**config.mk**
```make
export PLATFORM = sky130hd
export DESIGN_NAME = ex_core
export DESIGN_NICKNAME = d
export VERILOG_FILES = /design/src/logic/ex_isa_pkg.sv /design/src/logic/ex_dp_pkg.sv /design/src/logic/ex_core.sv /design/src/logic/ex_pred.sv /design/src/logic/ex_alu.sv /design/src/logic/ex_regfile.sv /design/src/logic/ex_issue_fsm.sv /design/src/logic/ex_counters.sv
export VERILOG_INCLUDE_DIRS = /design/src /design/src/logic
export SDC_FILE = /design/constraint.sdc
export NUM_CORES = 1
export LEC_CHECK = 0
export BUFFER_PORTS_ARGS = -buffer_cell sky130_fd_sc_hd__buf_2
export CORE_UTILIZATION = 64
export DETAILED_ROUTE_END_ITERATION = 10
export HOLD_SLACK_MARGIN = 0.08
export PLACE_DENSITY = 0.81
export SYNTH_ARGS = -nofsm -noshare
export SYNTH_HDL_FRONTEND = slang
export SYNTH_SLANG_ARGS = --single-unit
```
**constraint.sdc**
```tcl
create_clock -name i_ex_gck -period 5.66 [get_ports i_ex_gck]
set_input_delay 0.566 -clock i_ex_gck [delete_from_list [all_inputs] [get_ports i_ex_gck]]
set_output_delay 0.566 -clock i_ex_gck [all_outputs]
set_load 0.02 [all_outputs]
```
**src/logic/ex_defines.svh**
```systemverilog
`ifndef EX_DEFINES_SVH
`define EX_DEFINES_SVH

// Width of an architectural register and of a full data word.
`define EX_DATA_W 16

// Width of one slice processed per clock cycle.
`define EX_SLICE_W 4

// Number of slices that make up one word, and so cycles per instruction.
`define EX_NUM_SLICES 4

// Number of registers in the register file, including the zero register.
`define EX_NUM_REGS 16

// Width of the conditional execution mask.
`define EX_COND_W 8

// Width of the repeat counter loaded by a count instruction.
`define EX_CNT_W 4

`endif
```
**src/logic/ex_isa_pkg.sv**
```systemverilog
// Types describing instructions as they arrive at the execution core.
package ex_isa_pkg;

  // Register index. Index zero is hardwired to read as zero.
  typedef logic [3:0] reg_t;

  // Operation encodings. Compares write P rather than a register.
  typedef enum logic [3:0] {
    OP_NOP,
    OP_ADD,
    OP_SUB,
    OP_AND,
    OP_OR,
    OP_XOR,
    OP_CEQ,
    OP_CLT,
    OP_CLTU,
    OP_CNT,
    OP_COND
  } opcode_e;

  // Modes applied to the instructions that follow a count instruction.
  typedef enum logic [1:0] {
    CNT_NONE,
    CNT_CARRY,
    CNT_ANDP,
    CNT_ORP
  } count_mode_e;

  // Instruction word. Count and conditional instructions reuse the operand
  // fields for their mode, count and mask.
  typedef struct packed {
    opcode_e op;
    reg_t    dst;
    reg_t    lhs;
    reg_t    rhs;
  } instr_t;

endpackage

```
**src/logic/ex_dp_pkg.sv**
```systemverilog
// Types carried between the datapath and sequencing blocks of the core.
package ex_dp_pkg;

  import ex_isa_pkg::*;

  // One slice of data.
  typedef logic [3:0] slice_t;

  // Position of the current slice within the word, LSB slice first.
  typedef logic [1:0] slice_idx_t;

  // ALU flags. Z covers the whole word; N, C and V come from the top slice.
  typedef struct packed {
    logic z;
    logic n;
    logic c;
    logic v;
  } flags_t;

  // Control for the datapath, taken from the latched instruction. The run
  // bit is only set while an unskipped instruction is being executed.
  typedef struct packed {
    opcode_e op;
    reg_t    lhs;
    reg_t    rhs;
    reg_t    dst;
    logic    run;
  } alu_ctrl_t;

  // A single slice being written back to the register file.
  typedef struct packed {
    logic       vld;
    reg_t       dst;
    slice_idx_t idx;
    slice_t     data;
  } wb_t;

  // Issue sequencer state.
  typedef enum logic {
    ST_IDLE,
    ST_EXEC
  } issue_state_e;

endpackage

```
**src/logic/ex_core.sv**
```systemverilog
`timescale 1ns/100ps

`include "ex_defines.svh"

// Top of the nibble-serial execution core.
module ex_core import ex_isa_pkg::*, ex_dp_pkg::*; (
  input  var logic   i_ex_gck,
  input  var logic   i_ex_rst_n,

  // One instruction may be offered in every fourth cycle.
  input  var instr_t i_ex_instr,
  input  var logic   i_ex_instr_vld,

  output var wb_t    o_ex_wb,
  output var logic   o_ex_pred
);

  slice_idx_t           slice;
  alu_ctrl_t            ctrl;
  logic                 instr_done;
  logic                 cnt_load;
  count_mode_e          cnt_mode;
  logic [`EX_CNT_W-1:0] cnt_val;
  logic                 chain;
  count_mode_e          mode;
  slice_t               lhs_data;
  slice_t               rhs_data;
  slice_t               alu_out;
  flags_t               flags;
  logic                 pred;
  logic                 wb_vld;

  ex_counters u_counters (
    .i_ex_gck     (i_ex_gck),
    .i_ex_rst_n   (i_ex_rst_n),
    .i_cnt_load   (cnt_load),
    .i_cnt_mode   (cnt_mode),
    .i_cnt_val    (cnt_val),
    .i_instr_done (instr_done),
    .o_slice      (slice),
    .o_chain      (chain),
    .o_mode       (mode)
  );

  ex_issue_fsm u_issue (
    .i_ex_gck     (i_ex_gck),
    .i_ex_rst_n   (i_ex_rst_n),
    .i_slice      (slice),
    .i_instr      (i_ex_instr),
    .i_instr_vld  (i_ex_instr_vld),
    .i_pred       (pred),
    .o_ctrl       (ctrl),
    .o_instr_done (instr_done),
    .o_cnt_load   (cnt_load),
    .o_cnt_mode   (cnt_mode),
    .o_cnt_val    (cnt_val)
  );

  ex_regfile u_regfile (
    .i_ex_gck   (i_ex_gck),
    .i_ex_rst_n (i_ex_rst_n),
    .i_slice    (slice),
    .i_lhs      (ctrl.lhs),
    .i_rhs      (ctrl.rhs),
    .o_lhs_data (lhs_data),
    .o_rhs_data (rhs_data),
    .i_wr_en    (wb_vld),
    .i_wr_reg   (ctrl.dst),
    .i_wr_data  (alu_out)
  );

  ex_alu u_alu (
    .i_ex_gck (i_ex_gck),
    .i_slice  (slice),
    .i_ctrl   (ctrl),
    .i_chain  (chain),
    .i_lhs    (lhs_data),
    .i_rhs    (rhs_data),
    .o_out    (alu_out),
    .o_flags  (flags)
  );

  ex_pred u_pred (
    .i_ex_gck   (i_ex_gck),
    .i_ex_rst_n (i_ex_rst_n),
    .i_slice    (slice),
    .i_ctrl     (ctrl),
    .i_flags    (flags),
    .i_mode     (mode),
    .o_pred     (pred)
  );

  // Only register-writing ops produce write-back, and never to r0.
  always_comb wb_vld = ctrl.run && ctrl.dst != '0
                    && ctrl.op inside {OP_ADD, OP_SUB, OP_AND, OP_OR, OP_XOR};

  always_comb begin
    o_ex_wb.vld  = wb_vld;
    o_ex_wb.dst  = ctrl.dst;
    o_ex_wb.idx  = slice;
    o_ex_wb.data = alu_out;
  end

  always_comb o_ex_pred = pred;

endmodule

```
**src/logic/ex_pred.sv**
```systemverilog
`timescale 1ns/100ps

// Predicate register. Compares write it on their final slice, optionally
// folded into the old value by an active ANDP or ORP count.
module ex_pred import ex_isa_pkg::*, ex_dp_pkg::*; (
  input  var logic        i_ex_gck,
  input  var logic        i_ex_rst_n,

  input  var slice_idx_t  i_slice,
  input  var alu_ctrl_t   i_ctrl,
  input  var flags_t      i_flags,
  input  var count_mode_e i_mode,

  output var logic        o_pred
);

  logic pred_q;
  logic cmp_res;
  logic pred_d;
  logic pred_wr;

  // Result of the compare from the top-slice flags.
  always_comb begin
    case (i_ctrl.op)
      OP_CEQ:  cmp_res = i_flags.z;
      OP_CLT:  cmp_res = i_flags.n != i_flags.v;
      OP_CLTU: cmp_res = !i_flags.c;
      default: cmp_res = pred_q;
    endcase
  end

  // Modes other than ANDP and ORP just replace P.
  always_comb begin
    unique case (i_mode)
      CNT_ANDP: pred_d = cmp_res & pred_q;
      CNT_ORP:  pred_d = cmp_res | pred_q;
      default:  pred_d = cmp_res;
    endcase
  end

  always_comb pred_wr = i_ctrl.run && &i_slice
                     && i_ctrl.op inside {OP_CEQ, OP_CLT, OP_CLTU};

  always_ff @(posedge i_ex_gck, negedge i_ex_rst_n) begin
    if (!i_ex_rst_n) begin
      pred_q <= 1'b0;
    end else if (pred_wr) begin
      pred_q <= pred_d;
    end
  end

  always_comb o_pred = pred_q;

endmodule

```
**src/logic/ex_alu.sv**
```systemverilog
`timescale 1ns/100ps

`include "ex_defines.svh"

// Slice-serial ALU. Carries ripple between slices through a register and can
// also be handed on between instructions in a carry chain.
module ex_alu import ex_isa_pkg::*, ex_dp_pkg::*; (
  input  var logic       i_ex_gck,

  input  var slice_idx_t i_slice,
  input  var alu_ctrl_t  i_ctrl,
  input  var logic       i_chain,

  input  var slice_t     i_lhs,
  input  var slice_t     i_rhs,
  output var slice_t     o_out,
  output var flags_t     o_flags
);

  localparam int MSB = `EX_SLICE_W - 1;

  logic                 add_op;
  logic                 inv_rhs;
  logic                 cin;
  slice_t               rhs_eff;
  logic [`EX_SLICE_W:0] sum;
  logic                 carry_q;
  logic                 z_q;
  logic                 z_acc;

  // Subtract and all compares are lhs + ~rhs + 1.
  always_comb add_op  = i_ctrl.op inside {OP_ADD, OP_SUB, OP_CEQ, OP_CLT, OP_CLTU};
  always_comb inv_rhs = i_ctrl.op inside {OP_SUB, OP_CEQ, OP_CLT, OP_CLTU};

  // On slice 0 the carry-in is the op's default (1 when inverting) unless a
  // carry chain is active. Later slices always take the ripple carry.
  always_comb begin
    if (i_slice == '0) begin
      cin = i_chain ? carry_q : inv_rhs;
    end else begin
      cin = carry_q;
    end
  end

  always_comb rhs_eff = inv_rhs ? ~i_rhs : i_rhs;

  always_comb sum = {1'b0, i_lhs} + {1'b0, rhs_eff} + {{`EX_SLICE_W{1'b0}}, cin};

  always_comb begin
    unique case (i_ctrl.op)
      OP_AND:  o_out = i_lhs & i_rhs;
      OP_OR:   o_out = i_lhs | i_rhs;
      OP_XOR:  o_out = i_lhs ^ i_rhs;
      default: o_out = sum[MSB:0];
    endcase
  end

  // The carry is left alone by skipped and non-arithmetic instructions, so
  // after slice 3 it holds the carry-out of the last arithmetic op.
  always_ff @(posedge i_ex_gck) begin
    if (i_ctrl.run && add_op) begin
      carry_q <= sum[`EX_SLICE_W];
    end
  end

  // Zero flag builds up over the word and restarts at slice 0.
  always_comb z_acc = (~|i_slice || z_q) && ~|o_out;

  always_ff @(posedge i_ex_gck) begin
    z_q <= z_acc;
  end

  // Sign, carry and overflow only mean something on the top slice.
  always_comb begin
    o_flags.z = z_acc;
    o_flags.n = o_out[MSB];
    o_flags.c = sum[`EX_SLICE_W];
    o_flags.v = (i_lhs[MSB] == rhs_eff[MSB]) && (sum[MSB] != i_lhs[MSB]);
  end

endmodule

```
**src/logic/ex_regfile.sv**
```systemverilog
`timescale 1ns/100ps

`include "ex_defines.svh"

// Register file accessed one slice at a time. Two read ports and one write
// port all use the slice picked by the slice counter.
module ex_regfile import ex_isa_pkg::*, ex_dp_pkg::*; (
  input  var logic       i_ex_gck,
  input  var logic       i_ex_rst_n,

  input  var slice_idx_t i_slice,

  input  var reg_t       i_lhs,
  input  var reg_t       i_rhs,
  output var slice_t     o_lhs_data,
  output var slice_t     o_rhs_data,

  input  var logic       i_wr_en,
  input  var reg_t       i_wr_reg,
  input  var slice_t     i_wr_data
);

  logic [`EX_DATA_W-1:0] regs_q [`EX_NUM_REGS];

  // Reads see the old value in the cycle of a write, so an instruction
  // can safely use its destination as a source.
  always_comb begin
    o_lhs_data = regs_q[i_lhs][i_slice*`EX_SLICE_W +: `EX_SLICE_W];
    o_rhs_data = regs_q[i_rhs][i_slice*`EX_SLICE_W +: `EX_SLICE_W];
    // r0 is the zero register.
    if (i_lhs == '0) o_lhs_data = '0;
    if (i_rhs == '0) o_rhs_data = '0;
  end

  // One slice of the destination is written per cycle.
  always_ff @(posedge i_ex_gck, negedge i_ex_rst_n) begin
    if (!i_ex_rst_n) begin
      for (int i = 0; i < `EX_NUM_REGS; i++) begin
        regs_q[i] <= '0;
      end
    end else if (i_wr_en) begin
      regs_q[i_wr_reg][i_slice*`EX_SLICE_W +: `EX_SLICE_W] <= i_wr_data;
    end
  end

  // Write-back qualification upstream must filter out r0.
  a_no_r0_write: assert property (
    @(posedge i_ex_gck) disable iff (!i_ex_rst_n)
    i_wr_en |-> i_wr_reg != '0
  );

endmodule

```
**src/logic/ex_issue_fsm.sv**
```systemverilog
`timescale 1ns/100ps

`include "ex_defines.svh"

// Issue sequencer. Latches one instruction per word period, decides whether
// it runs under the conditional mask and hands control to the datapath.
module ex_issue_fsm import ex_isa_pkg::*, ex_dp_pkg::*; (
  input  var logic                 i_ex_gck,
  input  var logic                 i_ex_rst_n,

  input  var slice_idx_t           i_slice,
  input  var instr_t               i_instr,
  input  var logic                 i_instr_vld,
  input  var logic                 i_pred,

  output var alu_ctrl_t            o_ctrl,
  output var logic                 o_instr_done,

  // Repeat counter load for count instructions.
  output var logic                 o_cnt_load,
  output var count_mode_e          o_cnt_mode,
  output var logic [`EX_CNT_W-1:0] o_cnt_val
);

  issue_state_e          state_q;
  issue_state_e          state_d;
  instr_t                instr_q;
  logic [`EX_COND_W-1:0] mask_q;
  logic                  slice_last;
  logic                  skip;
  logic                  run;

  always_comb slice_last = &i_slice;

  // New instructions are only sampled at the edge that ends the last slice,
  // so execution of one overlaps the sampling of the next.
  always_comb begin
    state_d = state_q;
    if (slice_last) begin
      state_d = i_instr_vld ? ST_EXEC : ST_IDLE;
    end
  end

  always_ff @(posedge i_ex_gck, negedge i_ex_rst_n) begin
    if (!i_ex_rst_n) begin
      state_q <= ST_IDLE;
    end else begin
      state_q <= state_d;
    end
  end

  // Instruction payload.
  always_ff @(posedge i_ex_gck) begin
    if (slice_last && i_instr_vld) begin
      instr_q <= i_instr;
    end
  end

  // The mask is only live while some bit above the LSB is set. The LSB gives
  // the value of P that the current instruction needs in order to run.
  always_comb skip = |mask_q[`EX_COND_W-1:1] && (i_pred != mask_q[0]);

  always_comb run = state_q == ST_EXEC && !skip;

  // Each instruction consumes one mask bit. An executed conditional
  // instruction replaces the mask with its own.
  always_ff @(posedge i_ex_gck, negedge i_ex_rst_n) begin
    if (!i_ex_rst_n) begin
      mask_q <= '0;
    end else if (state_q == ST_EXEC && slice_last) begin
      if (instr_q.op == OP_COND && !skip) begin
        mask_q <= {instr_q.lhs, instr_q.rhs};
      end else begin
        mask_q <= {1'b0, mask_q[`EX_COND_W-1:1]};
      end
    end
  end

  always_comb begin
    o_ctrl.op  = instr_q.op;
    o_ctrl.lhs = instr_q.lhs;
    o_ctrl.rhs = instr_q.rhs;
    o_ctrl.dst = instr_q.dst;
    o_ctrl.run = run;
  end

  // Done fires for skipped instructions too so the repeat count moves on.
  always_comb o_instr_done = state_q == ST_EXEC && slice_last;

  // Count mode lives in the low lhs bits and the count in rhs.
  always_comb o_cnt_load = run && slice_last && instr_q.op == OP_CNT;
  always_comb o_cnt_mode = count_mode_e'(instr_q.lhs[1:0]);
  always_comb o_cnt_val  = instr_q.rhs;

  // Nothing runs without an issued instruction.
  a_no_run_idle: assert property (
    @(posedge i_ex_gck) disable iff (!i_ex_rst_n)
    state_q == ST_IDLE |-> !o_ctrl.run
  );

endmodule

```
**src/logic/ex_counters.sv**
```systemverilog
`timescale 1ns/100ps

`include "ex_defines.svh"

// Slice counter plus the repeat counter set up by count instructions.
module ex_counters import ex_isa_pkg::*, ex_dp_pkg::*; (
  input  var logic                 i_ex_gck,
  input  var logic                 i_ex_rst_n,

  // Count instruction load, qualified by the issue sequencer.
  input  var logic                 i_cnt_load,
  input  var count_mode_e          i_cnt_mode,
  input  var logic [`EX_CNT_W-1:0] i_cnt_val,

  // Strobe on the final slice of every executed or skipped instruction.
  input  var logic                 i_instr_done,

  output var slice_idx_t           o_slice,
  output var logic                 o_chain,
  output var count_mode_e          o_mode
);

  // Index of the final slice of a word.
  localparam slice_idx_t SLICE_LAST = slice_idx_t'(`EX_NUM_SLICES - 1);

  slice_idx_t           slice_q;
  logic [`EX_CNT_W-1:0] count_q;
  count_mode_e          mode_q;
  logic                 first_q;
  logic                 count_dec;

  // The slice counter free-runs from reset and wraps after the last slice.
  always_ff @(posedge i_ex_gck, negedge i_ex_rst_n) begin
    if (!i_ex_rst_n) begin
      slice_q <= '0;
    end else begin
      slice_q <= (slice_q == SLICE_LAST) ? '0 : slice_q + 2'd1;
    end
  end

  // A finished instruction counts down an active repeat unless it is the
  // count instruction itself. Skipped instructions still count.
  always_comb count_dec = i_instr_done && |count_q && !i_cnt_load;

  // Load takes priority over the decrement. The first flag marks the
  // instruction that directly follows a load.
  always_ff @(posedge i_ex_gck, negedge i_ex_rst_n) begin
    if (!i_ex_rst_n) begin
      count_q <= '0;
      mode_q  <= CNT_NONE;
      first_q <= 1'b0;
    end else if (i_cnt_load) begin
      count_q <= i_cnt_val;
      mode_q  <= i_cnt_mode;
      first_q <= 1'b1;
    end else if (i_instr_done) begin
      first_q <= 1'b0;
      if (count_dec) begin
        count_q <= count_q - 1'b1;
      end
    end
  end

  always_comb o_slice = slice_q;

  // Once the count has run out the mode no longer applies.
  always_comb o_mode = |count_q ? mode_q : CNT_NONE;

  // The first instruction of a carry chain starts from its own carry-in,
  // every later one picks up the carry saved by its predecessor.
  always_comb o_chain = mode_q == CNT_CARRY && |count_q && !first_q;

  // A count load only lands at the end of an instruction, and never
  // alongside a decrement of the previous count.
  a_load_no_dec: assert property (
    @(posedge i_ex_gck) disable iff (!i_ex_rst_n)
    i_cnt_load |-> i_instr_done && !count_dec && slice_q == SLICE_LAST
  );

endmodule

```
==> results of run 1 <==
==> area by class of cell <==
class / instances / share of cell area
clock buffer: 45 / 0.05088
clock inverter: 11 / 0.01120
inverter: 21 / 0.004464
multi-input combinational: 796 / 0.4678
sequential: 293 / 0.4198
tap: 324 / 0.02296
timing repair buffer: 54 / 0.02296
==> timing repair <==
item                       CTS  global route
hold endpoints to repair    66             0
resized for setup            0             2
buffers inserted             0             0
setup endpoints to repair    0             2
hold buffers                 1             0
==> state kept, by name, summed over array words and instances (netlist names) <==
| register | flops |
|---|---|
| u_regfile.regs_q | 256 |
| u_issue.o_ctrl | 10 |
| u_issue.mask_q | 8 |
| u_counters.count_q | 4 |
| u_issue.o_cnt_val | 4 |
| u_counters.mode_q | 2 |
| u_counters.o_slice | 2 |
| u_issue.o_cnt_mode | 2 |
| u_alu.carry_q | 1 |
| u_alu.z_q | 1 |
| u_counters.first_q | 1 |
| u_issue.state_q | 1 |
| u_pred.o_pred | 1 |
==> through the flow <==
stage	power, uW	area (um^2)	util
after global routing	4645	17660	0.7197
after detailed placement	2378	16540	0.6743
after global placement	2369	16540	0.6743
after CTS	4529	17650	0.7194
final	4519	17660	0.7197
after floorplan	2299	16180	-
==> final timing paths <==
kind                                        from  cells after the start                     to
max in group asynchronous             i_ex_rst_n                      3   u_regfile.regs_q[93]
max reg2reg                 u_issue.o_cnt_val[1]                     16  u_regfile.regs_q[126]
min                               i_ex_instr[15]                      1     u_issue.o_ctrl[16]
min reg2reg                u_regfile.regs_q[240]                      0  u_regfile.regs_q[240]
min in group asynchronous             i_ex_rst_n                      2      u_issue.mask_q[4]
max                         u_issue.o_cnt_val[1]                     16             o_ex_wb[3]
==> cells in the mapped netlist (3+ instances only) <==
| library cell | count |
|---|---|
| a21o_1 | 5 |
| mux2i_1 | 74 |
| xor2_1 | 7 |
| nor2b_1 | 12 |
| buf_1 | 5 |
| mux4_1 | 8 |
| buf_2 | 21 |
| buf_4 | 7 |
| clkbuf_1 | 63 |
| o21ai_0 | 17 |
| o221ai_1 | 32 |
| mux4_2 | 100 |
| or4_1 | 3 |
| nand3_1 | 13 |
| or3_1 | 4 |
| inv_1 | 19 |
| xnor2_1 | 5 |
| nor2_2 | 40 |
| o22ai_1 | 20 |
| o211ai_1 | 3 |
| edfxtp_1 | 17 |
| mux2_2 | 244 |
| nor3_1 | 17 |
| dfrtp_1 | 275 |
| a21oi_1 | 33 |
| nor2_1 | 53 |
| a22oi_1 | 3 |
| nand4_1 | 3 |
| nand2_1 | 46 |
| ha_1 | 18 |
| and2_1 | 3 |
==> metal layers <==
layer,GRT usage,up-vias
met3,0.07807,140
met2,0.5170,647
met5,0.001894,-
met4,0.1295,2
li1,-,4541
met1,0.4720,5546
==> logic make-up after synthesis <==
group / after synthesis
AO/OA/AOI/OAI: 131
adder cells (fa/ha/maj): 20
multiplexers: 426
AND/OR/NAND/NOR: 207
XOR/XNOR: 12
buffers and inverters: 119
flip-flops: 293
==> critical path, cell delays in order, from the launching register on <==
cell and delay, ps:
edfxtp_1 350, buf_4 510, nand2b_1 150, buf_4 230, o221ai_1 230, o22ai_1 130
nor3_1 370, o21ai_0 160, a21o_1 270, xor2_1 180, fa_1 470, a21o_1 200
a21oi_1 290, xnor2_1 130, a21oi_2 380, inv_1 110, buf_2 180
==> power groups by stage <==
stage / logic, uW / clock network (uW) / registers [uW]
2_1_floorplan: 86.7 / 0 / 2210
3_3_place_gp: 151 / 0 / 2220
3_5_place_dp: 157 / 0 / 2220
4_1_cts: 159 / 2190 / 2180
5_1_grt: 175 / 2280 / 2190
6_report: 158 / 2180 / 2180
==> results.py, run 1 <==
metrics = {
    "run_status": {
        "status": "complete, no violations",
    },
    "route": {
        "num_vias": 10880,
        "wl_per_cell_um": 27.34,
        "top_layer": "met5",
        "drtPass1Iterations": 5,
        "m1WireLength_um": 16530,
        "wl_met3_um": 4283,
        "routed_via_density": 7.044,
        "antenna_left": 0,
        "dr_wl_met2_um": 19520,
        "first_iter_violations": 1433,
        "drc": 0,
        "drt_wl_total_um": 42210,
    },
    "cts": {
        "clk_path_buf_depth": 3,
        "clock_latency_ps": 570,
        "cts.sinks": 293,
        "clockRootBuffer": "clkbuf_16",
        "cts_tree": "done",
        "numCtsBuffers": 31,
        "clk_pin_slew_worst_paths_ps": 60,
        "htree_levels": 1,
    },
    "logic_synthesis": {
        "ys_seq_area_frac": 0.4582,
        "yosys.area.top_type": "dfrtp_1",
        "synth_top_area_frac": 0.4254,
        "synth-simple-area-share": 0.06342,
        "yosys_most_used_dff": "dfrtp_1",
        "synthAdderAreaFrac": 0.01640,
        "synth.area.mux_share": 0.3678,
        "synth-seq-cells": 293,
        "synth_top_family_by_area": "multiplexers",
        "syn_inst": 1208,
        "synth-compound-area-share": 0.05592,
        "synth_area_leaders": "dfrtp_1 43%, mux2_2 17%, mux4_2 14%",
        "syn_area_per_cell_um2": 13.39,
        "synthXorXnorAreaFrac": 0.006497,
        "syn_area_mm2": 0.01618,
        "synthArstFlopShare": 0.9386,
        "yosysUniqueCellTypes": 59,
        "ys_warn_count": 0,
        "synth_edf_count": 17,
        "syn-num-nets": 1247,
    },
    "sta": {
        "finalHoldViolCount": 0,
        "setup_tns_ps": 0,
        "grt_setup_unrepaired": "false",
        "fin_ws_ps": 195.6,
        "worst_hold_slack_ps": 173.8,
        "fmax_mhz": 183.0,
        "slew_headroom": 0.2330,
        "tightest_slew_ps": 1146,
        "maxSlewViolCount": 0,
        "period_share": 0.9654,
        "setup_viol": 0,
        "fin_skew_ps": 16.15,
        "fin_crit_ps": 5464,
    },
    "global_routing": {
        "gr-total-overflow": 0,
        "grt_pass1_vias": 10940,
        "grt_max_degree": 130,
        "antenna_found_initial": 1,
        "grt_pass1_wl_um": 65530,
        "track_usage": 0.3366,
    },
    "critical_path": {
        "start_kind": "flip-flop",
        "critPathKind": "reg -> out",
        "worstPathArrival_ps": 4900,
        "critPathMaxFanout": 35,
        "crit_path_end_kind": "output pin",
        "cp.required_ps": 5090,
        "reg2reg_slack_ps": 440,
    },
    "floorplanning": {
        "chipWidth_um": 161.0,
        "start_util": 0.6594,
        "die_h_um": 161.0,
        "row_count": 57,
        "io_pins": 31,
        "dieArea_mm2": 0.02592,
        "coreArea_mm2": 0.02453,
    },
    "power_and_ir_drop": {
        "power.leakage_uw": 0.007969,
        "switchingPower_uw": 976.2,
        "cell_internal_pwr_uw": 3543,
        "pwr_density_cell_mw_per_mm2": 255.9,
        "clockPowerShare": 0.482,
        "swShare": 0.2160,
        "peakVddDrop_v": 0.0002451,
        "seq_power_share": 0.483,
        "combPwrFrac": 0.035,
    },
    "flow_run": {
        "maxCapViolCount": 0,
    },
    "final_layout": {
        "multi_input_area_mm2": 0.008259,
        "mostFrequentLayoutCell": "dfrtp_1",
        "finalNonFillerCells": 1544,
        "final_cell_mix": "275 x dfrtp_1, 244 x mux2_2, 100 x mux4_2, 74 x mux2i_1, 53 x nor2_1",
        "syn_to_final_growth_pct": 9.141,
        "seq_area_mm2": 0.007412,
        "nNetsFinal": 1236,
        "fillCellCount": 1626,
        "drive_above_1_share": 0.4049,
        "diodes": 0,
    },
    "placement": {
        "dp_slack_ps": 575.1,
        "gp_congestion": 0.9767,
        "dpl.hpwl_um": 28380,
        "placed_cells": 1487,
        "numPortBuffers": 30,
    },
    "worst_hold_path": {
        "hp-class": "in -> reg",
    },
}
No activity file was read; power rests on OpenSTA's default activity.
==> run 2: changes to the inputs <==
- SYNTH_HIERARCHICAL: unset -> 1
==> run 2 against run 1 <==
  * Die area is 0.49% higher
  * Global-route usage rose by 4.4 points
  * Clock power down 8%
  * Combinational power is 49% higher
  * First-iteration DRC count is 31% higher
  * Hold slack worse by 120 ps
  * Largest power group unchanged
==> results.py, run 2 <==
metrics = {
    "logic_synthesis": {
        "synth_top_family_by_area": "multiplexers",
        "syn_inst": 1408,
        "yosysUniqueCellTypes": 79,
        "ys_seq_area_frac": 0.4559,
        "ys_warn_count": 6,
        "yosys.area.top_type": "dfrtp_1",
        "synth_top_area_frac": 0.4233,
        "synth.most_common_cell": "nand2_1",
        "synth-compound-area-share": 0.1056,
        "synth_common_cells": "276 x nand2_1, 275 x dfrtp_1, 187 x o21ai_0",
        "synth_area_leaders": "dfrtp_1 42%, mux4_2 17%, nand2_1 6.4%",
        "synthXorXnorAreaFrac": 0.005387,
        "synthAdderAreaFrac": 0.01632,
        "synthArstFlopShare": 0.9386,
        "synth-simple-area-share": 0.1221,
        "synth.area.mux_share": 0.2580,
        "synth_edf_count": 17,
        "syn-num-nets": 1447,
        "syn_area_per_cell_um2": 11.55,
        "syn_area_mm2": 0.01626,
        "synth-seq-cells": 293,
        "yosys_most_used_dff": "dfrtp_1",
    },
    "floorplanning": {
        "dieArea_mm2": 0.02605,
        "start_util": 0.6608,
        "chipWidth_um": 161.4,
        "die_h_um": 161.4,
        "io_pins": 31,
        "coreArea_mm2": 0.02460,
        "row_count": 57,
    },
    "power_and_ir_drop": {
        "pwr_density_cell_mw_per_mm2": 253.5,
        "peakVddDrop_v": 0.0002715,
        "power.leakage_uw": 0.007475,
    },
    "cts": {
        "cts.sinks": 293,
        "clockRootBuffer": "clkbuf_16",
        "cts_hold_buf": 0,
        "clock_latency_ps": 560,
        "cts_setup_buffers": 0,
        "clk_path_buf_depth": 3,
        "cts_resized": 0,
        "cts_tree": "done",
        "numCtsBuffers": 30,
        "clk_pin_slew_worst_paths_ps": 60,
        "htree_levels": 1,
    },
    "global_routing": {
        "track_usage": 0.3804,
        "grt_max_degree": 163,
        "grt_pass1_vias": 12500,
        "grt_pass1_wl_um": 74110,
        "antenna_found_initial": 1,
        "gr-total-overflow": 0,
    },
    "critical_path": {
        "timing.rr.start": "u_issue/o_cnt_val[1]",
        "crit_path_start": "u_issue/o_cnt_val[1]",
        "rr_worst_depth": 14,
        "rr_endpoint": "u_regfile/regs_q[213]",
        "crit_slowest_cell": "edfxtp_1",
        "max_stage_delay_ps": 940,
        "crit_chain": "buf_12 -> mux4_2 -> a22o_1 -> a221oi_2 -> a21oi_1 -> a31o_1 -> inv_1 -> xnor2_1 -> fa_1 -> inv_1 -> fa_1 -> o32a_1 -> buf_2",
        "cp_top_family": "compound AO/OA/AOI/OAI gates",
        "critPathMaxFanout": 23,
        "reg2reg_slack_ps": 790,
        "crit_path_end_kind": "output pin",
        "critPathKind": "reg -> out",
        "start_kind": "flip-flop",
        "worstPathArrival_ps": 4810,
        "crit_cells": 13,
        "cp-endpoint": "o_ex_wb[1]",
        "cp_num_buf_inv": 4,
        "cp.required_ps": 5090,
    },
    "final_layout": {
        "syn_to_final_growth_pct": 8.365,
        "top_register": "u_regfile/regs_q",
        "final_cell_mix": "276 x nand2_1, 275 x dfrtp_1, 187 x o21ai_0, 122 x mux4_2, 89 x mux2_2",
        "fillCellCount": 1629,
        "multi_input_area_mm2": 0.008255,
        "largest_reg_flops": 256,
        "nNetsFinal": 1457,
        "drive_above_1_share": 0.2393,
        "seq_area_mm2": 0.007412,
        "diodes": 0,
        "mostFrequentLayoutCell": "nand2_1",
    },
    "route": {
        "num_vias": 12600,
        "wl_per_cell_um": 26.93,
        "drtPass1Iterations": 6,
        "drc": 0,
        "antenna_left": 0,
        "routed_via_density": 7.135,
        "drt_wl_total_um": 47570,
        "first_iter_violations": 1877,
    },
    "sta": {
        "maxSlewViolCount": 0,
        "slew_headroom": 0.1280,
        "fin_skew_ps": 14.74,
        "tightest_slew_ps": 1297,
        "fin_crit_ps": 5379,
        "finalHoldViolCount": 0,
        "period_share": 0.9503,
        "setup_viol": 0,
        "fmax_mhz": 185.9,
        "grt_setup_unrepaired": "false",
        "setup_tns_ps": 0,
        "worst_hold_slack_ps": 50.77,
    },
    "worst_hold_path": {
        "hp-class": "in -> async",
    },
    "placement": {
        "gp_congestion": 1.027,
        "dpl.hpwl_um": 32280,
        "numPortBuffers": 30,
    },
    "run_status": {
        "status": "complete, no violations",
    },
    "flow_run": {
        "maxCapViolCount": 0,
    },
}
## run 2: how the worst min path moves through the flow
stage	startpoint	endpoint	slack (ps)	cells after the start
2_1_floorplan	i_ex_rst_n	u_counters/count_q[0]	270	0
3_3_place_gp	u_counters/first_q	u_counters/first_q	470	1
3_5_place_dp	u_regfile/regs_q[209]	u_regfile/regs_q[209]	490	2
4_1_cts	i_ex_rst_n	u_regfile/regs_q[227]	110	1
5_1_grt	i_ex_rst_n	u_regfile/regs_q[227]	150	1
6_report	i_ex_rst_n	u_regfile/regs_q[227]	50	1
## run 2: worst register-to-register path: stages (launching register included)
cell and delay, ps:
edfxtp_1 940, buf_12 290, mux4_2 310, a22o_1 260, a221oi_2 260, a21oi_1 110, a31o_1 220, inv_1 100
xnor2_1 150, fa_1 230, inv_1 60, fa_1 480, o32a_1 570, nand2_1 470, o21ai_0 330
## run 2: power by group
part	switching [uW]	internal [uW]
logic	142	94.0
clock network	828	1170
registers	57.8	2170
## run 2: metal layers
layer	vias to the layer above	global-route usage	share of wire
met5	-	0	0.00023
met4	2	0.1788	0.050
met3	196	0.09913	0.13
met2	907	0.5790	0.45
met1	6291	0.5165	0.37
li1	5205	-	-
## run 2: cell type report
| type | instances | area share |
|---|---|---|
| Clock buffer | 44 | 0.05021 |
| Clock inverter | 12 | 0.006534 |
| Inverter | 28 | 0.005966 |
| Multi-Input combinational cell | 1006 | 0.4686 |
| Sequential cell | 293 | 0.4207 |
| Tap cell | 324 | 0.02301 |
| Timing Repair Buffer | 59 | 0.02500 |
## run 2: cell families after synthesis
logic type | count (synthesis)
xor gates and xnor gates | 10
DFF | 293
adders and majority gates | 20
and+or+nand+nor | 440
AOI/OAI and AO/OA | 287
buffers and inverters | 109
muxes | 249
## run 2: metrics by stage
step           instance area [um^2]  std cells  setup WS (ps)  power, uW  utilization
6_report                      17620       1766          281.3       4466       0.7160
4_1_cts                       17620       1766          400.2       4480       0.7160
2_1_floorplan                 16260       1408           1571       2399            -
3_3_place_gp                  16620       1710           1054       2481       0.6754
5_1_grt                       17620       1766          185.0       4598       0.7160
3_5_place_dp                  16620       1710          984.2       2498       0.6754
